`config.mk`:
```
export PLATFORM = sky130hd
export DESIGN_NAME = obi_stall_regs
export DESIGN_NICKNAME = d
export VERILOG_FILES = /design/src/source/obi_stall_pkg.sv /design/src/source/obi_stall_regs.sv
export VERILOG_INCLUDE_DIRS = /design/src /design/src/source
export SDC_FILE = /design/constraint.sdc
export NUM_CORES = 1
export LEC_CHECK = 0
export BUFFER_PORTS_ARGS = -buffer_cell sky130_fd_sc_hd__buf_2
export CAP_MARGIN = 10
export CORE_ASPECT_RATIO = 0.9
export CORE_MARGIN = 5
export CORE_UTILIZATION = 38
export CTS_BUF_LIST = sky130_fd_sc_hd__clkbuf_8 sky130_fd_sc_hd__clkbuf_16
export CTS_CLUSTER_DIAMETER = 30
export DETAILED_ROUTE_END_ITERATION = 8
export HOLD_SLACK_MARGIN = 0.02
export PLACE_DENSITY = 0.8
export SLEW_MARGIN = 20
export SYNTH_ARGS = -nofsm -noshare
export SYNTH_HDL_FRONTEND = slang
export SYNTH_SLANG_ARGS = --single-unit
```
`constraint.sdc`:
```
create_clock -name clk_i -period 1.2 [get_ports clk_i]
set_input_delay 0.06 -clock clk_i [delete_from_list [all_inputs] [get_ports clk_i]]
set_output_delay 0.06 -clock clk_i [all_outputs]
set_load 0.03 [all_outputs]
```
`src/source/obi_stall_settings.svh`:
```
// Settings for the OBI stall memory: widths, depths, seed and APB register map
`ifndef OBI_STALL_SETTINGS_SVH
`define OBI_STALL_SETTINGS_SVH

// OBI data and address width
`define OBI_DATA_W 32

// RAM depth in words, indexed by address bits 9:2
`define OBI_MEM_WORDS 256

// Longest response delay, sets the delay line length
`define RSP_DELAY_MAX 7

// Grant LFSR start value, must not be zero
`define LFSR_SEED 16'hACE1

// APB register byte offsets
`define REG_CTRL      12'h000
`define REG_GNT_STALL 12'h004
`define REG_MAX_STALL 12'h008
`define REG_RSP_STALL 12'h00C

`endif

```
`src/source/obi_stall_pkg.sv`:
```
// Shared types for the OBI stall memory: stall mode, configuration and OBI bundles
`include "obi_stall_settings.svh"

package obi_stall_pkg;

  // --------------------------------------------------
  // Stall configuration
  // --------------------------------------------------

  // Grant stall mode, code 3 is not used
  typedef enum logic [1:0] {
    STALL_OFF    = 2'd0,
    STALL_FIXED  = 2'd1,
    STALL_RANDOM = 2'd2
  } stall_mode_e;

  // Whole configuration, 13 bits
  typedef struct packed {
    stall_mode_e mode;
    logic [3:0]  gnt_stall;   // Fixed grant delay
    logic [3:0]  max_stall;   // Upper bound in random mode
    logic [2:0]  rsp_stall;   // Response delay
  } stall_cfg_t;

  // --------------------------------------------------
  // OBI data port
  // --------------------------------------------------

  // Core to memory, held stable until granted
  typedef struct packed {
    logic                   req;
    logic                   we;
    logic [`OBI_DATA_W-1:0] addr;
    logic [`OBI_DATA_W-1:0] wdata;
  } obi_req_t;

  // Memory to core
  typedef struct packed {
    logic                   rvalid;
    logic [`OBI_DATA_W-1:0] rdata;
  } obi_rsp_t;

endpackage

```
`src/source/obi_stall_regs.sv`:
```
// APB register block holding the grant and response stall configuration
`timescale 1ns/1ps
`include "obi_stall_settings.svh"

module obi_stall_regs (
  input  logic                      clk_i,
  input  logic                      rst_ni,
  input  logic [11:0]               paddr_i,
  input  logic                      psel_i,
  input  logic                      penable_i,
  input  logic                      pwrite_i,
  input  logic [31:0]               pwdata_i,
  output logic [31:0]               prdata_o,
  output logic                      pready_o,
  output logic                      pslverr_o,
  output obi_stall_pkg::stall_cfg_t cfg_o
);

  // --------------------------------------------------
  // Phase and address decode
  // --------------------------------------------------

  logic                       setup;
  logic                       access;
  logic                       addr_hit;
  logic [31:0]                rd_data;
  obi_stall_pkg::stall_mode_e wr_mode;
  obi_stall_pkg::stall_cfg_t  cfg_q;

  // Setup phase: selected, enable not yet up
  assign setup  = psel_i & ~penable_i;
  assign access = psel_i & penable_i;

  // Only the four registers are decoded
  assign addr_hit = (paddr_i == `REG_CTRL) || (paddr_i == `REG_GNT_STALL) ||
                    (paddr_i == `REG_MAX_STALL) || (paddr_i == `REG_RSP_STALL);

  // No wait states
  assign pready_o  = access;
  // Error only in the access phase of an unknown offset
  assign pslverr_o = access & ~addr_hit;

  // Mode code 3 folds back to off
  always_comb begin
    case (pwdata_i[1:0])
      2'd1:    wr_mode = obi_stall_pkg::STALL_FIXED;
      2'd2:    wr_mode = obi_stall_pkg::STALL_RANDOM;
      default: wr_mode = obi_stall_pkg::STALL_OFF;
    endcase
  end

  // Read mux, fields zero-extended
  always_comb begin
    case (paddr_i)
      `REG_CTRL:      rd_data = {30'd0, cfg_q.mode};
      `REG_GNT_STALL: rd_data = {28'd0, cfg_q.gnt_stall};
      `REG_MAX_STALL: rd_data = {28'd0, cfg_q.max_stall};
      `REG_RSP_STALL: rd_data = {29'd0, cfg_q.rsp_stall};
      default:        rd_data = 32'd0;
    endcase
  end

  // --------------------------------------------------
  // Register storage
  // --------------------------------------------------

  always_ff @(posedge clk_i or negedge rst_ni) begin
    if (!rst_ni) begin
      cfg_q    <= '0;
      prdata_o <= 32'd0;
    end else begin
      // Read data ready by the access phase
      if (setup) begin
        prdata_o <= pwrite_i ? 32'd0 : rd_data;
      end
      // Writes land at the access-phase edge
      if (access && pwrite_i) begin
        case (paddr_i)
          `REG_CTRL:      cfg_q.mode      <= wr_mode;
          `REG_GNT_STALL: cfg_q.gnt_stall <= pwdata_i[3:0];
          `REG_MAX_STALL: cfg_q.max_stall <= pwdata_i[3:0];
          `REG_RSP_STALL: cfg_q.rsp_stall <= pwdata_i[2:0];
          default:        cfg_q           <= cfg_q;
        endcase
      end
    end
  end

  assign cfg_o = cfg_q;

endmodule

```
==> out/summary.txt <==
Total GRT Usage: 11.78%
Final Max Tran Viols: 0
largest family of logic cells by synthesized area: buffers and inverters
Crit. End Element: register
die area: 0.004122 mm2
f_max: 875.2 MHz
Post-synth EDFFs: 0
Worst Path Max Fanout: 3
maxcap violations: 0
Placer Congestion: 0.8471
PD cells: 913.9 mW/mm2
status: finished, final reports clean
number of synthesized register bits: 17
pin count of the biggest net entering global routing: 18
RSZ-0062 raised after global routing: no
area grow syn2layout: 20.63%
Pleak: 0.0007418 uW
vias in the first global route: 834
adder-cell share of the synthesized area: 0%
Worst EP arrival: 1270 ps
worst path required time: 1330 ps
Pwr Total: 1230 uW
Sw Share: 30.33%
Syn Inst Count: 98
startpoint types: register
share of cells above drive strength 1: 49.31%
total congestion overflow: 0
TritonCTS Buffers: 3
Clock power frac: 33.3%
# diodes: 0
Commonest cells post-synth: 28 x buf_4, 17 x dfrtp_1, 14 x mux2_2
initial core utilization: 39.96%
Area contributors post-synth: dfrtp_1 38%, buf_4 19%, mux2_2 14%
via count: 824
H-tree depth: 1
worst hold path class: input port to register
complex-gate fraction of the synthesized area: 3.363%
Max clock buf depth: 2
Peak VDD IR: 600.8 uV
Port Buffers: 39
post-layout minimum cycle time: 1143 ps
post-synthesis mux area share: 18.16%
die width: 67.13 um
sequential share of power: 46.7%
cell area after placement: 0.001267 mm2
clock root cell: clkbuf_8
Clk pin slew, worst setup/hold paths: 60 ps
asr flop ratio synth: 100.0%
Row Count: 18
simple-gate area share of the yosys netlist: 19.62%
total wire length: 2.250 mm
Iter 0 DRT Violations: 2
# setup viols final: 0
combinational power share: 20.0%
Design Area, Final: 0.001346 mm2
worst skew pair latency: 250 ps
Yosys top cell by area: dfrtp_1
Nets: 194
share of the synthesized area in the top cell type: 38.12%
hpwl dp: 1.940 mm
global-route wire length before repair: 3.670 mm
core box area: 0.002793 mm2
register area share after synthesis: 38.12%
Worst Setup Path Type: register to register
Hold Vio Cnt, Final: 0
Ys Warns: 0
Synth Area in XOR/XNOR: 0%
Post-Syn Area: 0.001116 mm2
drt via density: 4.478
average cell area after synthesis: 11.39 um2
Ports: 96
P_int: 857.2 uW
DR pass1 iterations: 4
antenna violations before repair: 0
die height: 61.42 um
period utilization: 95.22%
final clock skew: 0.9174 ps
Synth Flop Type: dfrtp_1
CTS tree: yes
Psw: 373.1 uW
DRC Markers: 0
library cells used by synthesis: 27
CTS sink count: 17
Antenna Violating Nets Remaining: 0
routed length per placed instance: 12.23 um
most frequent cell after synthesis: buf_4
[cell type report]
type | instances | area, um2
sequential | 17 | 427.9
multi-input combinational | 76 | 570.5
inverter | 2 | 7.507
fill | 269 | 1446
timing repair buffer | 45 | 245.2
tap | 40 | 50.05
clock buffer | 3 | 41.29
clock inverter | 1 | 3.754
[power by group through the flow]
stage / registers, uW / logic [uW] / clock network (uW)
final: 574 / 246 / 410
after global placement: 585 / 232 / 0
after CTS: 574 / 241 / 413
after global routing: 574 / 267 / 444
after detailed placement: 585 / 236 / 0
after floorplan: 586 / 231 / 0
[per-stage QoR]
| step | TNS (ps) | hold slack (ps) | std cells | worst slack, ps | util, % |
|---|---|---|---|---|---|
| 2_1_floorplan | 0 | -235.6 | 125 | 2.699 | - |
| 3_3_place_gp | -1094 | -15.48 | 177 | -123.6 | 45.39 |
| 3_5_place_dp | -1566 | 1.343 | 177 | -169.5 | 45.39 |
| 4_1_cts | 0 | 63.28 | 183 | 21.45 | 47.72 |
| 5_1_grt | 0 | 65.73 | 184 | 22.81 | 48.21 |
| 6_report | 0 | 58.38 | 184 | 57.41 | 48.21 |
[flip-flops by register name (all words and copies together) (netlist names)]
name	cells
prdata_o	4
cfg_o	13
[worst max-delay path, stage by stage (launching register included)]
cell      delay [ps]
dfrtp_2          410
mux2_2           280
a221oi_2         280
a21oi_1           60
[path summary, 6_finish.rpt]
check / from / to / slack [ps] / cells after the start
min: pwdata_i[3] / cfg_o[10] / 60 / 2
max in group asynchronous: rst_ni / cfg_o[2] / 650 / 2
min reg2reg: prdata_o[3] / prdata_o[3] / 480 / 2
min in group asynchronous: rst_ni / cfg_o[5] / 260 / 2
max reg2reg: cfg_o[2] / prdata_o[2] / 60 / 3
max: cfg_o[2] / prdata_o[2] / 60 / 3
[layout by cell type (no fill, tap or decap), drive strengths merged, types with 2 or more instances in the layout]
cell type | synthesis | final
buf | 30 | 43
clkbuf | 0 | 3
nor2b | 3 | 3
dlygate4sd3 | 0 | 2
mux2 | 14 | 14
nor4 | 3 | 3
conb | 1 | 28
nor4b | 2 | 2
nand2 | 4 | 4
a21oi | 2 | 2
mux4 | 2 | 2
inv | 2 | 3
and2 | 2 | 2
nand4 | 4 | 4
o21ai | 2 | 2
dfrtp | 17 | 17
[layer usage]
layer	GRT usage (%)	routed length [um]	up-vias	share of wire, %
met5	0	0	-	0
met3	4.015	270	2	12
met4	2.601	12	0	0.53
met2	20.59	1051	47	47
met1	14.17	915	393	41
li1	-	-	382	-
[what timing repair did]
action,CTS,global route
endpoints found under the setup margin,0,2
hold buffers,2,0
gates resized for setup,0,1
endpoints found under the hold margin,18,0
setup buffers,0,1
[kinds of logic after synthesis]
family	after synthesis
AO/OA/AOI/OAI	6
buffers and inverters	32
flip-flops	17
multiplexers	16
other	1
AND/OR/NAND/NOR	26
Note: power is estimated with default switching activity, not from simulation.
