[src/source/obi_stall_settings.svh]
// Settings for the OBI stall memory: widths, depths, seed and APB register map
`ifndef OBI_STALL_SETTINGS_SVH
`define OBI_STALL_SETTINGS_SVH

// OBI data and address width
`define OBI_DATA_W 32

// RAM depth in words, indexed by address bits 9:2
`define OBI_MEM_WORDS 256

// Longest response delay, sets the delay line length
`define RSP_DELAY_MAX 7

// Grant LFSR start value, must not be zero
`define LFSR_SEED 16'hACE1

// APB register byte offsets
`define REG_CTRL      12'h000
`define REG_GNT_STALL 12'h004
`define REG_MAX_STALL 12'h008
`define REG_RSP_STALL 12'h00C

`endif

[src/source/obi_stall_pkg.sv]
// Shared types for the OBI stall memory: stall mode, configuration and OBI bundles
`include "obi_stall_settings.svh"

package obi_stall_pkg;

  // --------------------------------------------------
  // Stall configuration
  // --------------------------------------------------

  // Grant stall mode, code 3 is not used
  typedef enum logic [1:0] {
    STALL_OFF    = 2'd0,
    STALL_FIXED  = 2'd1,
    STALL_RANDOM = 2'd2
  } stall_mode_e;

  // Whole configuration, 13 bits
  typedef struct packed {
    stall_mode_e mode;
    logic [3:0]  gnt_stall;   // Fixed grant delay
    logic [3:0]  max_stall;   // Upper bound in random mode
    logic [2:0]  rsp_stall;   // Response delay
  } stall_cfg_t;

  // --------------------------------------------------
  // OBI data port
  // --------------------------------------------------

  // Core to memory, held stable until granted
  typedef struct packed {
    logic                   req;
    logic                   we;
    logic [`OBI_DATA_W-1:0] addr;
    logic [`OBI_DATA_W-1:0] wdata;
  } obi_req_t;

  // Memory to core
  typedef struct packed {
    logic                   rvalid;
    logic [`OBI_DATA_W-1:0] rdata;
  } obi_rsp_t;

endpackage

[src/source/obi_gnt_stall.sv]
// OBI grant staller with off, fixed and pseudo-random grant delay
`timescale 1ns/1ps
`include "obi_stall_settings.svh"

module obi_gnt_stall (
  input  logic                      clk_i,
  input  logic                      rst_ni,
  input  logic                      req_i,
  input  obi_stall_pkg::stall_cfg_t cfg_i,
  output logic                      gnt_o
);

  // --------------------------------------------------
  // Pseudo-random source
  // --------------------------------------------------

  logic [15:0] lfsr_q;
  logic [15:0] lfsr_d;
  logic [4:0]  rnd_range;
  logic [15:0] rnd_mod;

  // Galois form, x^16 + x^14 + x^13 + x^11 + 1
  assign lfsr_d = {1'b0, lfsr_q[15:1]} ^ (lfsr_q[0] ? 16'hB400 : 16'h0000);

  // Free running, one step per cycle
  always_ff @(posedge clk_i or negedge rst_ni) begin
    if (!rst_ni) begin
      lfsr_q <= `LFSR_SEED;
    end else begin
      lfsr_q <= lfsr_d;
    end
  end

  // Random delay in 0..max_stall
  assign rnd_range = {1'b0, cfg_i.max_stall} + 5'd1;
  assign rnd_mod   = lfsr_q % {11'd0, rnd_range};

  // --------------------------------------------------
  // Delay select and countdown
  // --------------------------------------------------

  logic       req_q;
  logic       gnt_q;
  logic       new_req;
  logic [3:0] delay;
  logic [3:0] cnt_q;

  always_comb begin
    case (cfg_i.mode)
      obi_stall_pkg::STALL_FIXED:  delay = cfg_i.gnt_stall;
      obi_stall_pkg::STALL_RANDOM: delay = rnd_mod[3:0];
      default:                     delay = 4'd0;
    endcase
  end

  // New transfer: req just rose, or follows a handshake
  assign new_req = req_i & (~req_q | gnt_q);

  always_ff @(posedge clk_i or negedge rst_ni) begin
    if (!rst_ni) begin
      req_q <= 1'b0;
      gnt_q <= 1'b0;
    end else begin
      req_q <= req_i;
      gnt_q <= gnt_o;
    end
  end

  always_ff @(posedge clk_i or negedge rst_ni) begin
    if (!rst_ni) begin
      gnt_o <= 1'b0;
      cnt_q <= 4'd0;
    end else if (!req_i) begin
      // Request withdrawn, start over
      gnt_o <= 1'b0;
      cnt_q <= 4'd0;
    end else if (gnt_o) begin
      // Handshake on this edge, drop grant
      gnt_o <= 1'b0;
    end else if (new_req) begin
      cnt_q <= delay;
    end else if (cnt_q == 4'd0) begin
      gnt_o <= 1'b1;
    end else begin
      cnt_q <= cnt_q - 4'd1;
    end
  end

endmodule

[config.mk]
export PLATFORM = sky130hd
export DESIGN_NAME = obi_gnt_stall
export DESIGN_NICKNAME = d
export VERILOG_FILES = /design/src/source/obi_stall_pkg.sv /design/src/source/obi_gnt_stall.sv
export VERILOG_INCLUDE_DIRS = /design/src /design/src/source
export SDC_FILE = /design/constraint.sdc
export NUM_CORES = 1
export LEC_CHECK = 0
export ABC_AREA = 1
export BUFFER_PORTS_ARGS = -buffer_cell sky130_fd_sc_hd__buf_2
export CORE_ASPECT_RATIO = 0.5
export CORE_MARGIN = 8
export CORE_UTILIZATION = 68
export DETAILED_ROUTE_END_ITERATION = 10
export PLACE_DENSITY = 0.93
export SLEW_MARGIN = 40
export SYNTH_ARGS = -nofsm -noshare
export SYNTH_HDL_FRONTEND = slang
export SYNTH_SLANG_ARGS = --single-unit
[constraint.sdc]
create_clock -name clk_i -period 35.4 [get_ports clk_i]
set_input_delay 7.08 -clock clk_i [delete_from_list [all_inputs] [get_ports clk_i]]
set_output_delay 7.08 -clock clk_i [all_outputs]
set_load 0.02 [all_outputs]
==> impl_metrics.tcl, run 1 <==
set metrics [dict create \
    syn_inst 1105 \
    max_freq_ghz 0.0304 \
    outcome "completed" \
    drv_cap 0 \
    ys_warn_count 0 \
    startpoint "cfg_i[3]" \
    clk_pin_slew_ps 70 \
    areaGrowthSynthToFinish_pct 5.93 \
    reg2regPathDepth 189 \
    tightestPinTransition_ps 698 \
    yosysSeqAreaShare 0.0895 \
    busiest_layer "met2" \
    r2r-end "cnt_q[0]$_DFFE_PN0P_" \
    ant_nets 0 \
    yosys-top-cells-count "nand2_1 (317), inv_1 (174), nand3_1 (97), nor2_1 (84), ha_1 (75)" \
    critPathBufInv 31 \
    rrSetupSlack_ps 9230 \
    num_antenna_cells 0 \
    synth_area_per_cell_sq_um 5.92 \
    crit-reg2reg-launch "lfsr_q[15]$_DFF_PN1_" \
    whs_endpoint "lfsr_q[6]$_DFF_PN1_" \
    htreeDepth 1 \
    relSlewSlack 0.534 \
    via_per_inst 5.60 \
    ios 17 \
    yosysMostFrequentCell "nand2_1" \
    clock-sinks 23 \
    cts_tree "built" \
    grt_use_met2 0.429 \
    cp-start-kind "input port" \
    crit_family "simple AND/OR/NAND/NOR gates" \
    netlist.area_leader.share 0.182 \
    slowest_stage "inv_1" \
    grt_max_degree 24 \
    synthArstFlopShare 1.00 \
    dieWidth_microns 155 \
    synth_top_area_cell "nand2_1" \
    drc_errors 0 \
    gr-usage-all-layers 0.233 \
    crit_fanout 19 \
    setup_viol 0 \
    wirelength_microns 15900 \
    core_area_sq_um 9420 \
    first_global_vias 6461 \
    numPortBuffers 13 \
    min_path_cells 0 \
    maxSlewViolCount 0 \
    ys_types 44 \
    grtUsageMet3 0.0309 \
    cts_root_buf "clkbuf_16" \
    period_minus_slack_ps 32850 \
    required_ps 35590 \
    hold_path_startpoint "lfsr_q[7]$_DFF_PN1_" \
    ctsHoldBuffers 0 \
    die_area_sq_um 13200 \
    clock_latency_ps 270 \
    ys_seq_elements 23 \
    synth_edf_count 0 \
    grt_use_met1 0.282 \
    gp_congestion 0.906 \
    grt_pass1_wl_microns 26900 \
    end_kind "flip-flop" \
    overflow 0 \
    syn-cell-area_sq_um 6550 \
    numCtsBuffers 3 \
    rows 25 \
    cpMostUsedCell "nand2_1" \
    die_h_microns 85.4 \
    initial_core_util 0.695 \
    drt_iter0_markers 451 \
    slowest_delay_ps 520 \
    place_hpwl_microns 12500 \
    cts_buffer_depth 2 \
    dr_total_vias 7023 \
    antenna_found_initial 0 \
    path_class "input port to flip-flop" \
    dr.pass1.iters 6 \
    synth_nets 1197 \
    drive_gt1_frac 0.128 \
    hp-class "flip-flop to flip-flop" \
    fin_tns_setup_ps 0 \
    finalHoldViolCount 0 \
    nets 1211 \
    ys_dominant_reg_cell "dfrtp_1" \
    crit_arrival_ps 33050 \
    synthTopCellsByArea "nand2_1 (18%), ha_1 (14%), inv_1 (10%)" \
    wl_per_cell_microns 12.7 \
    fin_crit_sh 0.928 \
    skew_ps 2.73 \
    fill_cells 750 \
]
metrics by stage:
stage	worst slack, ps	utilization	hold slack, ps	cells	area, sq um
global placement	2370	0.711	376	1236	6690
detailed placement	1130	0.711	378	1236	6690
floorplan	5830	-	353	1105	6550
finish	2550	0.736	389	1253	6930
CTS	1190	0.720	388	1240	6780
global route	-56.2	0.736	395	1253	6930
worst register-to-register path, delay by kind of cell (launching register included):
family | cells | cell delay (ps)
compound gates | 39 | 6200
buf+inv | 30 | 2990
flops | 1 | 560
simple gates | 104 | 11440
fa+ha+maj | 16 | 4860
registers in the layout (all words and copies together) (netlist names):
name	count
gnt_q	1
lfsr_q	16
cnt_q	4
req_q	1
gnt_o	1
repair_timing:
action | in CTS | in global routing
endpoints found under the setup margin | 0 | 4
gates resized for setup | 0 | 24
setup buffers | 0 | 13
per-layer routing:
metal | routed length, microns | up-vias
met4 | 263 | 0
met3 | 853 | 32
li1 | - | 3605
met1 | 7170 | 3166
met2 | 7630 | 220
met5 | 0 | -
area by class of cell:
cell class	count	area, sq um	share of cell area
clock inverter	1	7.51	0.00108
timing repair buffer	26	169	0.0244
tap	135	169	0.0244
multi-input combinational	879	5220	0.753
clock buffer	3	75.1	0.0108
sequential	23	586	0.0845
inverter	186	706	0.102
how the worst max path moves through the flow:
stage,endpoint,slack (ps),cells past startpoint
6_report,cnt_q[0]$_DFFE_PN0P_,2550,186
4_1_cts,cnt_q[3]$_DFFE_PN0P_,1190,190
2_1_floorplan,cnt_q[2]$_DFFE_PN0P_,5830,190
3_5_place_dp,cnt_q[3]$_DFFE_PN0P_,1130,190
3_3_place_gp,cnt_q[3]$_DFFE_PN0P_,2370,187
5_1_grt,cnt_q[3]$_DFFE_PN0P_,-60,197
cells by family (layout without fill, tap and decap cells):
group | after synthesis | after routing | synth area share
buffers and inverters | 203 | 216 | 0.120
xor gates and xnor gates | 42 | 42 | 0.0562
AOI/OAI and AO/OA | 132 | 132 | 0.123
and+or+nand+nor | 629 | 629 | 0.465
adders and majority gates | 76 | 76 | 0.146
DFF | 23 | 23 | 0.0895
layout by cell type, fill, tap and decap left out, types with 3 or more instances in the layout:
master        n
a21oi_2       3
dfrtp_1      15
nor2_2        6
a21o_1        9
o21a_1        4
ha_1         75
a21oi_1      28
or2_1         6
o21ai_2       6
nand3b_1      7
xnor2_1      14
o21ai_0      35
nand4_1      26
nand3_4       7
buf_2        12
nor2_4       15
nor2_1       81
nand3_1      97
nor3_1       14
or2_2        10
inv_1       170
o21ai_1      22
buf_4        13
nand2_2      16
nand3_2      16
nand2_4       5
xor2_1       28
dfstp_2       8
inv_2        13
o31ai_1       4
o21bai_1      8
o211ai_1      6
nand4_2       3
clkbuf_16     3
clkinvlp_4    3
nand2_1     316
Power of run 1 is not shown: default switching activity piles up to over one toggle a cycle in this logic, so the estimate is an artifact.
==> run 2, diff against run 1 <==
--- a/config.mk
+++ b/config.mk
@@ -11,6 +11,7 @@
 export CORE_ASPECT_RATIO = 0.5
 export CORE_MARGIN = 8
 export CORE_UTILIZATION = 68
+export CTS_BUF_LIST = sky130_fd_sc_hd__clkbuf_8
 export DETAILED_ROUTE_END_ITERATION = 10
 export PLACE_DENSITY = 0.93
 export SLEW_MARGIN = 40
==> impl_metrics.tcl, run 2 (same netlist as run 1, synthesis figures left out) <==
set metrics [dict create \
    outcome "completed" \
    cts_tree "built" \
    relSlewSlack 0.528 \
    max_freq_ghz 0.0303 \
    slowest_delay_ps 520 \
    reg.largest.list "lfsr_q (16), cnt_q (4)" \
    drv_cap 0 \
    clock-sinks 23 \
    crit_fanout 19 \
    cts_buffer_depth 2 \
    num_antenna_cells 0 \
    gr-usage-all-layers 0.231 \
    cp-start-kind "input port" \
    numCtsBuffers 3 \
    layout_common_cells "nand2_1 (316), inv_1 (170), nand3_1 (97)" \
    overflow 0 \
    fin_area_sq_um 6890 \
    setup_viol 0 \
    regMostFlops "lfsr_q" \
    drt_iter0_markers 469 \
    die_area_sq_um 13200 \
    dieWidth_microns 155 \
    fill_cells 758 \
    core_area_sq_um 9420 \
    grt_pass1_wl_microns 26700 \
    maxSlewViolCount 0 \
    initial_core_util 0.695 \
    largest_reg_flops 16 \
    placed_area_sq_um 6690 \
    wirelength_microns 15800 \
    dr.pass1.iters 5 \
    first_global_vias 6448 \
    finalHoldViolCount 0 \
    ant_nets 0 \
    fin_crit_sh 0.932 \
    wl_per_cell_microns 12.6 \
    clk_pin_slew_ps 90 \
    ios 17 \
    gp_congestion 0.906 \
    slowest_stage "inv_1" \
    skew_ps 2.94 \
    clock_latency_ps 280 \
    period_minus_slack_ps 32990 \
    antenna_found_initial 0 \
    areaGrowthSynthToFinish_pct 5.30 \
    die_h_microns 85.4 \
    grt_max_degree 24 \
    nets 1210 \
    dr_total_vias 6985 \
    end_kind "flip-flop" \
    drive_gt1_frac 0.127 \
    hp-class "flip-flop to flip-flop" \
    tightestPinTransition_ps 707 \
    required_ps 35610 \
    htreeDepth 1 \
    place_hpwl_microns 12500 \
    numPortBuffers 13 \
    via_per_inst 5.58 \
    path_class "input port to flip-flop" \
    rows 25 \
    cpMostUsedCell "nand2_1" \
    cts_root_buf "clkbuf_8" \
    crit_arrival_ps 33210 \
    drc_errors 0 \
    ctsHoldBuffers 0 \
    final_common_cell "nand2_1" \
]
-- run 2: cell count changes in the layout (fill, tap and decap cells not counted), sizes merged --
| cell | delta |
|---|---|
| buf | -1 |
-- run 2: through the flow --
step	utilization	worst slack [ps]	cells	hold slack (ps)	setup TNS, ps
4_1_cts	0.716	1230	1240	392	0
2_1_floorplan	-	5830	1105	353	0
3_5_place_dp	0.711	1130	1236	378	0
5_1_grt	0.732	-49.3	1252	399	-116
3_3_place_gp	0.711	2370	1236	376	0
6_report	0.732	2410	1252	394	0
-- run 2: layer usage --
metal	vias up	routed length [microns]	share of wire	global-route usage
met1	3153	7210	0.46	0.279
met4	0	282	0.018	0.0583
met5	-	0	0	0
li1	3596	-	-	-
met2	200	7480	0.47	0.423
met3	36	800	0.051	0.0324
-- run 2: area by class of cell --
cell class | count | area [sq um] | share of cell area
inverter | 186 | 706 | 0.102
multi-input combinational | 879 | 5220 | 0.758
tap | 135 | 169 | 0.0245
clock buffer | 3 | 41.3 | 0.00599
timing repair buffer | 25 | 161 | 0.0234
clock inverter | 1 | 7.51 | 0.00109
sequential | 23 | 586 | 0.0850
-- run 2: critical path, delay by kind of cell --
| family | cells | cell delay (ps) |
|---|---|---|
| buffers and inverters | 31 | 3540 |
| adders and majority gates | 16 | 5110 |
| and+or+nand+nor | 100 | 11190 |
| AOI/OAI and AO/OA | 42 | 6240 |
-- run 2: timing repair --
item                       in CTS  in global routing
buffers inserted                0                 12
setup endpoints to repair       0                  4
gates resized for setup         0                 24
-- run 2: worst paths after layout --
| path | from | endpoint | slack (ps) | depth (start not counted) |
|---|---|---|---|---|
| setup / recovery | cfg_i[3] | cnt_q[1]$_DFFE_PN0P_ | 2410 | 189 |
| hold / removal | lfsr_q[6]$_DFF_PN1_ | lfsr_q[5]$_DFF_PN1_ | 390 | 0 |
| setup reg to reg | lfsr_q[15]$_DFF_PN1_ | cnt_q[1]$_DFFE_PN0P_ | 9100 | 192 |
| hold reg to reg | lfsr_q[6]$_DFF_PN1_ | lfsr_q[5]$_DFF_PN1_ | 390 | 0 |
| max in group asynchronous | rst_ni | lfsr_q[15]$_DFF_PN1_ | 28250 | 1 |
| min in group asynchronous | rst_ni | lfsr_q[9]$_DFF_PN0_ | 6780 | 1 |
Power of run 2 is left out for the same reason.
==> run 3, diff against run 2 <==
==> constraint.sdc (replaced) <==
create_clock -name clk_i -period 42.6 [get_ports clk_i]
set_input_delay 8.52 -clock clk_i [delete_from_list [all_inputs] [get_ports clk_i]]
set_output_delay 8.52 -clock clk_i [all_outputs]
set_load 0.02 [all_outputs]
==> impl_metrics.tcl, run 3 (same netlist as run 1, synthesis figures left out) <==
set metrics [dict create \
    drive_gt1_frac 0.109 \
    wirelength_microns 15000 \
    fin_tns_setup_ps 0 \
    initial_core_util 0.695 \
    end_kind "flip-flop" \
    clock-sinks 23 \
    outcome "completed" \
    clock_latency_ps 270 \
    r2r-end "cnt_q[2]$_DFFE_PN0P_" \
    period_minus_slack_ps 35730 \
    ant_nets 0 \
    cts_tree "built" \
    numCtsBuffers 3 \
    skew_ps 2.09 \
    gp_congestion 0.905 \
    overflow 0 \
    htreeDepth 1 \
    reg2regPathDepth 187 \
    setup_viol 0 \
    crit_fanout 19 \
    slowest_stage "nor2_1" \
    required_ps 42800 \
    gr-usage-all-layers 0.229 \
    fill_cells 788 \
    die_area_sq_um 13200 \
    cpMostUsedCell "nand2_1" \
    drv_cap 0 \
    startpoint "cfg_i[3]" \
    crit_arrival_ps 35940 \
    core_area_sq_um 9420 \
    cts_buffer_depth 2 \
    grt_pass1_wl_microns 26500 \
    die_h_microns 85.4 \
    num_antenna_cells 0 \
    reg.largest.list "lfsr_q (16), cnt_q (4)" \
    regArea_sq_um 586 \
    regMostFlops "lfsr_q" \
    dr.pass1.iters 5 \
    wl_per_cell_microns 12.1 \
    layout_common_cells "nand2_1 (317), inv_1 (174), nand3_1 (97)" \
    rrSetupSlack_ps 15230 \
    path_class "input port to flip-flop" \
    fin_crit_sh 0.839 \
    endpoint "cnt_q[2]$_DFFE_PN0P_" \
    drc_errors 0 \
    rsz0062_at_grt "no" \
    finalHoldViolCount 0 \
    ios 17 \
    max_freq_ghz 0.0280 \
    cp-start-kind "input port" \
    areaGrowthSynthToFinish_pct 2.96 \
    relSlewSlack 0.565 \
    slowest_delay_ps 450 \
    via_per_inst 5.50 \
    first_global_vias 6382 \
    multi_input_area_sq_um 5170 \
    antenna_found_initial 0 \
    nets 1198 \
    clk_pin_slew_ps 90 \
    crit-reg2reg-launch "lfsr_q[15]$_DFF_PN1_" \
    dr_total_vias 6818 \
    dieWidth_microns 155 \
    ctsHoldBuffers 0 \
    rows 25 \
    grt_max_degree 24 \
    cts_resized 0 \
    tightestPinTransition_ps 651 \
    hp-class "flip-flop to flip-flop" \
    largest_reg_flops 16 \
    drt_iter0_markers 420 \
    final_common_cell "nand2_1" \
    place_hpwl_microns 12500 \
    maxSlewViolCount 0 \
    post_cts_buffers 0 \
    numPortBuffers 13 \
    cts_root_buf "clkbuf_8" \
]
run 3: cell count changes in the layout (fill, tap and decap cells not counted), moves of 2 or more:
cell / previous run / this run
buf_4: 12 / 0
inv_1: 170 / 174
o21ai_1: 22 / 17
nor2_4: 15 / 12
nor2_1: 81 / 84
o21ai_0: 35 / 41
clkinvlp_4: 3 / 0
inv_2: 13 / 11
run 3: area by class of cell:
type	count	area share
timing repair buffer	13	0.00965
tap	135	0.0251
multi-input combinational	879	0.768
clock inverter	1	0.000743
sequential	23	0.0869
clock buffer	3	0.00613
inverter	186	0.104
run 3: how the worst min path moves through the flow:
stage                     slack (ps)           startpoint                   end  cells after the start
after CTS                        390  lfsr_q[6]$_DFF_PN1_   lfsr_q[5]$_DFF_PN1_                      0
after detailed placement         380  lfsr_q[6]$_DFF_PN1_   lfsr_q[5]$_DFF_PN1_                      0
final                            390  lfsr_q[6]$_DFF_PN1_   lfsr_q[5]$_DFF_PN1_                      0
after floorplan                  350  lfsr_q[0]$_DFF_PN1_  lfsr_q[15]$_DFF_PN1_                      0
after global placement           380  lfsr_q[7]$_DFF_PN1_   lfsr_q[6]$_DFF_PN1_                      0
after global routing             400  lfsr_q[6]$_DFF_PN1_   lfsr_q[5]$_DFF_PN1_                      0
run 3: layer usage:
metal / GRT usage / vias to the layer above / routed length, microns
met4: 0.0530 / 0 / 238
met2: 0.424 / 171 / 6990
met1: 0.278 / 3032 / 7120
met5: 0 / - / 0
li1: - / 3586 / -
met3: 0.0258 / 29 / 702
run 3: critical path: cells and delay by family:
kind	cells	cell delay, ps
adders and majority gates	15	4780
and+or+nand+nor	99	12140
buffers and inverters	29	3400
AOI/OAI and AO/OA	44	7030
run 3: metrics by stage:
stage	setup WS (ps)	instances	instance area, sq um	util	hold slack (ps)
floorplan	11590	1105	6550	-	353
detailed placement	6940	1236	6690	0.711	379
global placement	8120	1236	6690	0.711	376
finish	6870	1240	6740	0.716	391
global route	3460	1240	6740	0.716	399
CTS	7130	1240	6740	0.716	392
Power of run 3 is left out for the same reason.
