==> src/source/obi_stall_settings.svh <==
// Settings for the OBI stall memory: widths, depths, seed and APB register map
`ifndef OBI_STALL_SETTINGS_SVH
`define OBI_STALL_SETTINGS_SVH

// OBI data and address width
`define OBI_DATA_W 32

// RAM depth in words, indexed by address bits 9:2
`define OBI_MEM_WORDS 256

// Longest response delay, sets the delay line length
`define RSP_DELAY_MAX 7

// Grant LFSR start value, must not be zero
`define LFSR_SEED 16'hACE1

// APB register byte offsets
`define REG_CTRL      12'h000
`define REG_GNT_STALL 12'h004
`define REG_MAX_STALL 12'h008
`define REG_RSP_STALL 12'h00C

`endif

==> src/source/obi_stall_pkg.sv <==
// Shared types for the OBI stall memory: stall mode, configuration and OBI bundles
`include "obi_stall_settings.svh"

package obi_stall_pkg;

  // --------------------------------------------------
  // Stall configuration
  // --------------------------------------------------

  // Grant stall mode, code 3 is not used
  typedef enum logic [1:0] {
    STALL_OFF    = 2'd0,
    STALL_FIXED  = 2'd1,
    STALL_RANDOM = 2'd2
  } stall_mode_e;

  // Whole configuration, 13 bits
  typedef struct packed {
    stall_mode_e mode;
    logic [3:0]  gnt_stall;   // Fixed grant delay
    logic [3:0]  max_stall;   // Upper bound in random mode
    logic [2:0]  rsp_stall;   // Response delay
  } stall_cfg_t;

  // --------------------------------------------------
  // OBI data port
  // --------------------------------------------------

  // Core to memory, held stable until granted
  typedef struct packed {
    logic                   req;
    logic                   we;
    logic [`OBI_DATA_W-1:0] addr;
    logic [`OBI_DATA_W-1:0] wdata;
  } obi_req_t;

  // Memory to core
  typedef struct packed {
    logic                   rvalid;
    logic [`OBI_DATA_W-1:0] rdata;
  } obi_rsp_t;

endpackage

==> src/source/obi_rvalid_stall.sv <==
// Response staller, returns each OBI response a set number of cycles after handshake
`timescale 1ns/1ps
`include "obi_stall_settings.svh"

module obi_rvalid_stall (
  input  logic                    clk_i,
  input  logic                    rst_ni,
  input  logic                    done_i,
  input  logic                    done_we_i,
  input  logic [`OBI_DATA_W-1:0]  rdata_i,
  input  logic [2:0]              rsp_stall_i,
  input  logic                    xfer_i,
  output obi_stall_pkg::obi_rsp_t rsp_o
);

  localparam int unsigned SLOTS = `RSP_DELAY_MAX + 1;

  // --------------------------------------------------
  // Per-transfer delay
  // --------------------------------------------------

  logic [2:0] delay_q;

  // Sampled at handshake, used one cycle later with done
  always_ff @(posedge clk_i or negedge rst_ni) begin
    if (!rst_ni) begin
      delay_q <= 3'd0;
    end else if (xfer_i) begin
      delay_q <= rsp_stall_i;
    end
  end

  // --------------------------------------------------
  // Delay line
  // --------------------------------------------------

  obi_stall_pkg::obi_rsp_t slot_q [SLOTS];
  obi_stall_pkg::obi_rsp_t entry;

  // Writes return zero data
  assign entry.rvalid = 1'b1;
  assign entry.rdata  = done_we_i ? '0 : rdata_i;

  // Slot 0 is the output, entries move one slot per cycle
  always_ff @(posedge clk_i or negedge rst_ni) begin
    if (!rst_ni) begin
      for (int i = 0; i < SLOTS; i++) begin
        slot_q[i] <= '0;
      end
    end else begin
      for (int i = 0; i < SLOTS - 1; i++) begin
        slot_q[i] <= slot_q[i+1];
      end
      slot_q[SLOTS-1] <= '0;
      // Insert so it reaches slot 0 after delay_q more edges
      if (done_i) begin
        slot_q[delay_q] <= entry;
      end
    end
  end

  assign rsp_o = slot_q[0];

endmodule

==> config.mk <==
export PLATFORM = sky130hd
export DESIGN_NAME = obi_rvalid_stall
export DESIGN_NICKNAME = d
export VERILOG_FILES = /design/src/source/obi_stall_pkg.sv /design/src/source/obi_rvalid_stall.sv
export VERILOG_INCLUDE_DIRS = /design/src /design/src/source
export SDC_FILE = /design/constraint.sdc
export NUM_CORES = 1
export LEC_CHECK = 0
export ABC_CLOCK_PERIOD_IN_PS = 1600
export BUFFER_PORTS_ARGS = -buffer_cell sky130_fd_sc_hd__buf_2
export CORE_MARGIN = 1.5
export CORE_UTILIZATION = 30
export CTS_BUF_LIST = sky130_fd_sc_hd__clkbuf_8
export DETAILED_ROUTE_END_ITERATION = 16
export GPL_TIMING_DRIVEN = 1
export PLACE_DENSITY_LB_ADDON = 0.25
export SYNTH_ARGS = -nofsm -noshare
export SYNTH_HDL_FRONTEND = slang
export SYNTH_SLANG_ARGS = --single-unit
==> constraint.sdc <==
create_clock -name clk_i -period 1.6 [get_ports clk_i]
set_input_delay 0.08 -clock clk_i [delete_from_list [all_inputs] [get_ports clk_i]]
set_output_delay 0.08 -clock clk_i [all_outputs]
set_load 0.005 [all_outputs]
==> results of run 1 <==
-- timing repair --
item / CTS / global route
hold buffers: 40 / 0
gates cloned: 13 / 10
pin swaps: 3 / 5
setup endpoints to repair: 218 / 207
resized for setup: 120 / 136
setup buffers: 22 / 6
endpoints found under the hold margin: 302 / 0
-- cells in the mapped netlist --
cell,number,area [um^2]
buf_2,22,110.1
nand4_1,1,6.260
or2_2,6,37.54
nor3b_1,32,240.2
nor2b_1,32,200.2
inv_1,1,3.750
clkbuf_1,7,26.28
and4b_1,3,30.03
buf_4,42,315.3
mux2_1,52,585.6
mux2_2,175,1971
nor4bb_1,3,30.03
nor4b_4,1,23.77
buf_1,2,7.510
dfrtp_1,267,6681
or2_1,1,6.260
-- per-layer routing --
| metal | global-route usage | vias to the layer above |
|---|---|---|
| li1 | - | 2511 |
| met1 | 0.1834 | 3036 |
| met2 | 0.2281 | 103 |
| met3 | 0.02396 | 57 |
| met4 | 0.05323 | 0 |
| met5 | 0 | - |
-- sequential cells by signal, indices dropped and copies added (netlist names) --
name	cells
rsp_o	33
slot_q	231
delay_q	3
-- path summary, 6_finish.rpt --
path | start | endpoint
setup / recovery | delay_q[2]$_DFFE_PN0P_ | slot_q[214]$_DFF_PN0_
hold / removal | done_we_i | slot_q[11]$_DFF_PN0_
setup reg to reg | delay_q[2]$_DFFE_PN0P_ | slot_q[214]$_DFF_PN0_
hold reg to reg | slot_q[197]$_DFF_PN0_ | slot_q[230]$_DFF_PN0_
max in group asynchronous | rst_ni | slot_q[43]$_DFF_PN0_
min in group asynchronous | rst_ni | rsp_o[9]$_DFF_PN0_
-- cell type report --
type	instances	area (um^2)	share of cell area
repair buffers	182	1977	0.1407
well taps	448	560.5	0.03990
clock inverters	24	172.7	0.01229
clock buffers	52	715.7	0.05095
flip-flops and latches	267	6685	0.4759
inverters	1	3.754	0.0002672
multi-input cells	306	3933	0.2800
-- critical path, stage by stage, from the launching register on --
cell and delay (ns):
dfrtp_2 0.45, buf_6 0.14, nor4bb_4 0.25, buf_4 0.18, buf_6 0.13, clkbuf_16 0.17, mux2_4 0.30
-- power by group through the flow --
stage                     clock, W  sequential, W  combinational, W
after global routing       0.00655        0.00734           0.00190
after CTS                  0.00624        0.00731           0.00160
final                      0.00603        0.00731           0.00178
after floorplan                  0        0.00734          0.000764
after global placement           0        0.00740           0.00115
after detailed placement         0        0.00742           0.00119
-- per-stage QoR --
stage | setup WS (ns) | TNS (ns) | cells | area, um^2
2_1_floorplan | 0.01655 | 0 | 647 | 10270
3_3_place_gp | -0.1075 | -10.68 | 1121 | 11190
3_5_place_dp | -0.1459 | -17.56 | 1121 | 11190
4_1_cts | -0.1462 | -15.15 | 1271 | 13460
5_1_grt | -0.1730 | -20.55 | 1280 | 14050
6_report | -0.1445 | -14.47 | 1280 | 14050
-- cells by family (layout without fill, tap and decap cells) --
group / Yosys count / count (layout) / synth area share
buf+inv: 74 / 259 / 0.04506
flops: 267 / 267 / 0.6503
mux: 227 / 227 / 0.2488
simple gates: 79 / 79 / 0.05589
==> results.ini, run 1 <==
[yosys]
ys_types=16
yosysWarnings=0
ys_seq_area_frac=0.6503
ys_ff_latch=267
synth_nets=687
avgSynthCellArea_um2=15.88
syn-instance-count=647
synth.cell_area_um2=10270

[finish]
finalNetCount=844
final_cell_mix=dfrtp_1 (264), mux2_4 (198), buf_2 (71)
area_delta_synth_final_pct=36.71
fillers=3015
fin_util=0.4179
mostFrequentLayoutCell=dfrtp_1
antenna_cells=0
drive_above_1_share=0.5204

[clock_tree]
cts_tree=built
clock-sinks=267
cts_max_level=2
cts.clk_slew.worst_paths_ns=0.06
clk_latency_ns=0.57
clock_path_buffers=3
cts-root-buf=clkbuf_8
cts_buffers=46

[detailed_routing]
routedWlPerCell_um=20.30
vias=5707
drt_iter0_drc=273
wl_met3_um=768
first_pass_iters=4
m1WireLength_mm=12.03
route.met2.wl_mm=12.47
drc=0
top_layer=met4
postRouteAntennaNets=0
routed_wl_mm=25.98
via_per_inst=4.459

[sta]
fmax_mhz=573.2
finClkSkew_ns=0.01959
setup_violations=209
finalHoldViolations=0
rsz0062_at_grt=yes
min_period_over_period=1.090
drv_slew=0
slew_headroom=0.6010
finalCriticalPeriod_ns=1.744
fin_ws_ns=-0.1445
fin_hold_ws_ns=0.03297
worst_pin_slew_ns=0.5973

[power_and_ir_drop]
leakagePower_nw=6.864
p_per_area_nw_per_um2=1076
power.switching_w=0.003640
vdd_drop_max_uv=598.0
share_comb_of_total_power=0.118
power_w=0.01512
clock_power_share=0.399
pwr-share-seq=0.484
intPower_w=0.01148
swShare=0.2408

[worst_hold_path]
min_path_cells=3
hold_class=input pin to flip-flop

[grt]
antenna_found_initial=0
grt_max_degree=65
grt_overflow_total=0
grt_util_all_layers=0.1391
grt_pass1_wl_mm=37.80
grt_pass1_vias=6352

[flow_run]
maxCapViolCount=0

[worst_setup_path]
critPathRequiredTime_ns=2.04
r2r_setup_slack_ns=-0.14
endpoint_kind=flip-flop
reg2reg_depth=6
crit_arrival_ns=2.18
critPathKind=flip-flop to flip-flop
worst_setup_path_start_kind=flip-flop
crit_fanout=6

[place]
dp_hpwl_mm=12.28
gp_congestion=0.6697
port_buffers=72

[outcome]
status=finished, violations left
failed_checks=setup timing

[floorplan]
pin_count=73
initial_utilization=0.3057
dieWidth_um=188.1
dieHeight_um=188.1
die-area_um2=35370
coreArea_um2=33620
rows=67

(Power assumes the default switching activity.)
==> inputs of run 2 (changes only) <==
--- a/config.mk
+++ b/config.mk
@@ -6,8 +6,10 @@
 export SDC_FILE = /design/constraint.sdc
 export NUM_CORES = 1
 export LEC_CHECK = 0
-export ABC_CLOCK_PERIOD_IN_PS = 1600
+export ABC_CLOCK_PERIOD_IN_PS = 1500
 export BUFFER_PORTS_ARGS = -buffer_cell sky130_fd_sc_hd__buf_2
+export CELL_PAD_IN_SITES_DETAIL_PLACEMENT = 0
+export CELL_PAD_IN_SITES_GLOBAL_PLACEMENT = 2
 export CORE_MARGIN = 1.5
 export CORE_UTILIZATION = 30
 export CTS_BUF_LIST = sky130_fd_sc_hd__clkbuf_8
==> constraint.sdc (replaced) <==
create_clock -name clk_i -period 1.5 [get_ports clk_i]
set_input_delay 0.075 -clock clk_i [delete_from_list [all_inputs] [get_ports clk_i]]
set_output_delay 0.075 -clock clk_i [all_outputs]
set_load 0.005 [all_outputs]
==> run 2 against run 1 <==
Against the previous run: the flow still finishes with violations (setup timing); register-to-register slack got worse by 0.09 ns; worst hold slack improved by 0.077 ns; clock skew rose by 0.0066 ns; sequential power rose by 6.3%; count of clock-buffer cells in the layout rose by 8; die area did not move; critical path depth fell by 1; cell count rose by 0.47%; critical path type unchanged.
==> results.ini, run 2 (same netlist as run 1, synthesis figures left out) <==
[sta]
slew_headroom=0.5485
fin_hold_ws_ns=0.1096
finalHoldViolations=0
min_period_over_period=1.153
rsz0062_at_grt=yes
finalCriticalPeriod_ns=1.730
fmax_mhz=578.1
finClkSkew_ns=0.02615
fin_ws_ns=-0.2297
setup_violations=227
drv_slew=0
worst_pin_slew_ns=0.6759

[worst_setup_path]
worst_setup_path_start_kind=flip-flop
reg2reg_depth=5
endpoint_kind=flip-flop
crit_fanout=7
critPathKind=flip-flop to flip-flop
crit_arrival_ns=2.14
crit_chain=buf_4 > nor4b_4 > buf_6 > buf_12 > mux2_4
critPathRequiredTime_ns=1.91
r2r-start=delay_q[1]$_DFFE_PN0P_
crit_buf_inv=3
r2r_setup_slack_ns=-0.23
r2r-end=rsp_o[2]$_DFF_PN0_
slowest_stage=dfrtp_2
slowest_delay_ns=0.45
cp_top_family=buffers and inverters

[power_and_ir_drop]
clock_power_share=0.407
leakagePower_nw=6.932
share_comb_of_total_power=0.118
p_per_area_nw_per_um2=1150
pwr-share-seq=0.475
swShare=0.2336
power_w=0.01635
vdd_drop_max_uv=489.1
power.switching_w=0.003820
intPower_w=0.01253

[floorplan]
rows=67
pin_count=73
initial_utilization=0.3057
coreArea_um2=33620
dieHeight_um=188.1
die-area_um2=35370
dieWidth_um=188.1

[finish]
finalNetCount=843
top_register=slot_q
antenna_cells=0
drive_above_1_share=0.5358
largest_reg_flops=231
mostFrequentLayoutCell=dfrtp_1
final_cell_mix=dfrtp_1 (264), mux2_4 (217), buf_2 (72)
area_delta_synth_final_pct=38.43

[clock_tree]
cts_buffers=47
cts_tree=built
clk_latency_ns=0.56
clock-sinks=267
clock_path_buffers=3
cts-root-buf=clkbuf_8
cts.clk_slew.worst_paths_ns=0.06
cts_max_level=2

[grt]
grt_pass1_vias=6176
grt_util_all_layers=0.1348
grt_max_degree=79
grt_pass1_wl_mm=36.60
antenna_found_initial=0
grt_overflow_total=0

[worst_hold_path]
hold_class=input pin to flip-flop
hp-start=done_i
hold_path_end=slot_q[23]$_DFF_PN0_
min_path_cells=4

[detailed_routing]
drt_iter0_drc=232
first_pass_iters=4
routed_wl_mm=24.03
via_per_inst=4.269
vias=5490
routedWlPerCell_um=18.69
postRouteAntennaNets=0
drc=0

[place]
gp_congestion=0.6600
port_buffers=72
dp_hpwl_mm=12.32

[outcome]
failed_checks=setup timing
status=finished, violations left

[flow_run]
maxCapViolCount=0

==> run 2: cell count changes in the layout (fill, tap and decap cells not counted), moves of 2 or more <==
cell / before / now
mux2_1: 15 / 0
clkbuf_8: 52 / 60
inv_1: 15 / 19
mux2_2: 14 / 10
buf_8: 1 / 4
mux2_4: 198 / 217
clkinv_2: 5 / 3
buf_16: 7 / 11
buf_4: 13 / 6
clkbuf_16: 9 / 7
==> run 2: per-layer routing <==
layer	up-vias	global-route usage	part of all wire
met2	99	0.2281	0.51
li1	2512	-	-
met5	-	0	0
met3	47	0.03013	0.035
met1	2832	0.1675	0.43
met4	0	0.05169	0.027
==> run 2: metrics by stage <==
stage                 util  setup TNS, ns  area [um^2]  setup slack [ns]  cells
floorplan                -         -2.704        10560          -0.05040    647
finish              0.4231         -33.73        14220           -0.2297   1286
detailed placement  0.3391         -43.18        11400           -0.3195   1123
global route        0.4231         -41.82        14220           -0.2895   1286
CTS                 0.4126         -30.90        13870           -0.2210   1282
global placement    0.3391         -36.04        11400           -0.2727   1123
==> run 2: power groups by stage <==
| stage | clock (W) | sequential (W) | combinational [W] |
|---|---|---|---|
| 2_1_floorplan | 0 | 0.00784 | 0.000923 |
| 4_1_cts | 0.00692 | 0.00776 | 0.00186 |
| 3_3_place_gp | 0 | 0.00788 | 0.00133 |
| 5_1_grt | 0.00726 | 0.00781 | 0.00208 |
| 3_5_place_dp | 0 | 0.00789 | 0.00136 |
| 6_report | 0.00666 | 0.00777 | 0.00193 |
==> run 2: worst max-delay path by stage <==
stage	startpoint	end	slack, ns	cells after the start
final	delay_q[1]$_DFFE_PN0P_	rsp_o[2]$_DFF_PN0_	-0.23	5
after global routing	delay_q[1]$_DFFE_PN0P_	slot_q[215]$_DFF_PN0_	-0.29	6
after CTS	delay_q[2]$_DFFE_PN0P_	slot_q[133]$_DFF_PN0_	-0.22	6
after detailed placement	delay_q[1]$_DFFE_PN0P_	slot_q[108]$_DFF_PN0_	-0.32	4
after global placement	delay_q[1]$_DFFE_PN0P_	slot_q[121]$_DFF_PN0_	-0.27	4
after floorplan	delay_q[1]$_DFFE_PN0P_	rsp_o[10]$_DFF_PN0_	-0.05	4
==> run 2: timing repair <==
| action | in CTS | in global routing |
|---|---|---|
| endpoints found under the hold margin | 302 | 18 |
| resized for setup | 154 | 78 |
| cloned | 14 | 8 |
| hold buffers | 40 | 1 |
| pin swaps | 4 | 3 |
| setup endpoints to repair | 225 | 247 |
| buffers inserted | 21 | 4 |
==> run 2: worst reg2reg max path: cells and delay by family (launching register included) <==
kind                   cells  cell delay [ns]
multiplexers               1             0.33
buffers and inverters      3             0.54
AND/OR/NAND/NOR            1             0.29
flip-flops                 1             0.45
==> run 2: layout make-up <==
| type | instances | area, um^2 |
|---|---|---|
| Tap cell | 448 | 560.5 |
| Clock buffer | 60 | 825.8 |
| Clock inverter | 24 | 131.4 |
| Fill cell | 2985 | 19390 |
| Multi-Input combinational cell | 306 | 4004 |
| Inverter | 1 | 3.754 |
| Sequential cell | 267 | 6685 |
| Timing Repair Buffer | 180 | 2013 |
==> inputs of run 3 (changes only) <==
--- a/config.mk
+++ b/config.mk
@@ -10,7 +10,7 @@
 export BUFFER_PORTS_ARGS = -buffer_cell sky130_fd_sc_hd__buf_2
 export CELL_PAD_IN_SITES_DETAIL_PLACEMENT = 0
 export CELL_PAD_IN_SITES_GLOBAL_PLACEMENT = 2
-export CORE_MARGIN = 1.5
+export CORE_MARGIN = 8
 export CORE_UTILIZATION = 30
 export CTS_BUF_LIST = sky130_fd_sc_hd__clkbuf_8
 export DETAILED_ROUTE_END_ITERATION = 16
==> run 3 against run 2 <==
Against the previous run: the flow still finishes with violations (setup timing); via count shrank 0.33%; sequential share of layout area increased by 0.84 points; utilization decreased by 0.76 points; cell count is 0.78% lower; final area shrank 1.8%; fmax is 4.8% higher.
==> results.ini, run 3 (same netlist as run 1, synthesis figures left out) <==
[floorplan]
rows=67
coreArea_um2=33620
pin_count=73
dieWidth_um=201.1
die-area_um2=40430
initial_utilization=0.3057
dieHeight_um=201.1

[finish]
finalNetCount=832
top_register=slot_q
area_delta_synth_final_pct=35.96
multi_input_area_um2=3983
seqCellArea_um2=6683
fillers=3027
fin_util=0.4156
antenna_cells=0
final_cell_mix=dfrtp_1 (266), mux2_4 (212), buf_2 (71)
mostFrequentLayoutCell=dfrtp_1
largest_reg_flops=231
drive_above_1_share=0.5338

[power_and_ir_drop]
vdd_drop_max_uv=570.3
p_per_area_nw_per_um2=1159
leakagePower_nw=6.809

[clock_tree]
cts-root-buf=clkbuf_8
cts_buffers=47
clock-sinks=267
clk_latency_ns=0.57
clock_path_buffers=3
cts_max_level=2
cts_tree=built
cts.clk_slew.worst_paths_ns=0.06

[outcome]
failed_checks=setup timing
status=finished, violations left

[worst_setup_path]
endpoint_kind=flip-flop
crit_arrival_ns=2.09
r2r-start=delay_q[1]$_DFFE_PN0P_
r2r_setup_slack_ns=-0.15
critPathKind=flip-flop to flip-flop
worst_setup_path_start_kind=flip-flop
crit_chain=buf_4 > nor4bb_4 > buf_6 > clkbuf_16 > mux2_2
crit_buf_inv=3
critPathRequiredTime_ns=1.94
crit_fanout=6
r2r-end=slot_q[209]$_DFF_PN0_
reg2reg_depth=5
slowest_delay_ns=0.40
cp_top_family=buffers and inverters
slowest_stage=dfrtp_1

[place]
port_buffers=72
dp_hpwl_mm=12.92
gp_congestion=0.7162

[sta]
fin_hold_ws_ns=0.05437
worst_pin_slew_ns=0.6442
drv_slew=0
finClkSkew_ns=0.04293
fmax_mhz=605.9
finalHoldViolations=0
fin_ws_ns=-0.1504
setup_violations=224
rsz0062_at_grt=yes
min_period_over_period=1.100
finalCriticalPeriod_ns=1.650
slew_headroom=0.5697

[detailed_routing]
postRouteAntennaNets=0
via_per_inst=4.288
routedWlPerCell_um=17.96
drt_iter0_drc=229
first_pass_iters=4
drc=0
routed_wl_mm=22.92
vias=5472

[grt]
grt_max_degree=60
busiest_layer=met2
grt_pass1_vias=6111
met1_usage=0.1340
grt_overflow_total=0
grtUsageMet2=0.1714
grt_util_all_layers=0.1053
grt_pass1_wl_mm=34.29
use_met3=0.02372
antenna_found_initial=0

[flow_run]
maxCapViolCount=0

[worst_hold_path]
hold_class=input pin to async pin

run 3: cell type report:
class / count / area share
Tap cell: 448 / 0.04013
Inverter: 1 / 0.0002687
Clock inverter: 26 / 0.009584
Multi-Input combinational cell: 306 / 0.2851
Sequential cell: 267 / 0.4784
Timing Repair Buffer: 169 / 0.1284
Clock buffer: 59 / 0.05813
run 3: worst max path at each step:
stage                                 from                     to  slack, ns  cells past startpoint
detailed placement  delay_q[0]$_DFFE_PN0P_  slot_q[220]$_DFF_PN0_      -0.30                      3
CTS                 delay_q[2]$_DFFE_PN0P_    rsp_o[14]$_DFF_PN0_      -0.12                      5
floorplan           delay_q[1]$_DFFE_PN0P_    rsp_o[10]$_DFF_PN0_      -0.05                      4
global placement    delay_q[0]$_DFFE_PN0P_  slot_q[219]$_DFF_PN0_      -0.27                      3
finish              delay_q[1]$_DFFE_PN0P_  slot_q[209]$_DFF_PN0_      -0.15                      5
global route        delay_q[1]$_DFFE_PN0P_  slot_q[198]$_DFF_PN0_      -0.19                      5
run 3: worst register-to-register path: stages (launching register included):
cell       delay (ns)
dfrtp_1          0.40
buf_4            0.15
nor4bb_4         0.32
buf_6            0.18
clkbuf_16        0.17
mux2_2           0.33
run 3: through the flow:
stage / instance area (um^2) / setup TNS, ns / setup WS (ns) / instances / power, W
after CTS: 13240 / -11.70 / -0.1155 / 1265 / 0.01625
final: 13970 / -22.67 / -0.1504 / 1276 / 0.01619
after global routing: 13970 / -29.41 / -0.1923 / 1276 / 0.01698
after floorplan: 10560 / -2.704 / -0.05040 / 647 / 0.008761
after detailed placement: 11440 / -36.75 / -0.3037 / 1124 / 0.009263
after global placement: 11440 / -26.60 / -0.2697 / 1124 / 0.009222
run 3: where the power goes:
part	switching [W]	internal, W
clock network	0.00302	0.00357
registers	0.000145	0.00764
logic	0.000748	0.00107
run 3: repair_timing:
action,4_1_cts,5_1_grt
setup endpoints to repair,224,224
endpoints found under the hold margin,302,1
hold buffers,41,1
pin swaps,4,3
cloned,5,11
buffers inserted,10,0
resized for setup,70,122
run 3: per-layer routing:
metal	part of all wire	routed length (um)
met5	0	0
met4	0.029	669
met3	0.039	902
met2	0.50	11400
met1	0.43	9951
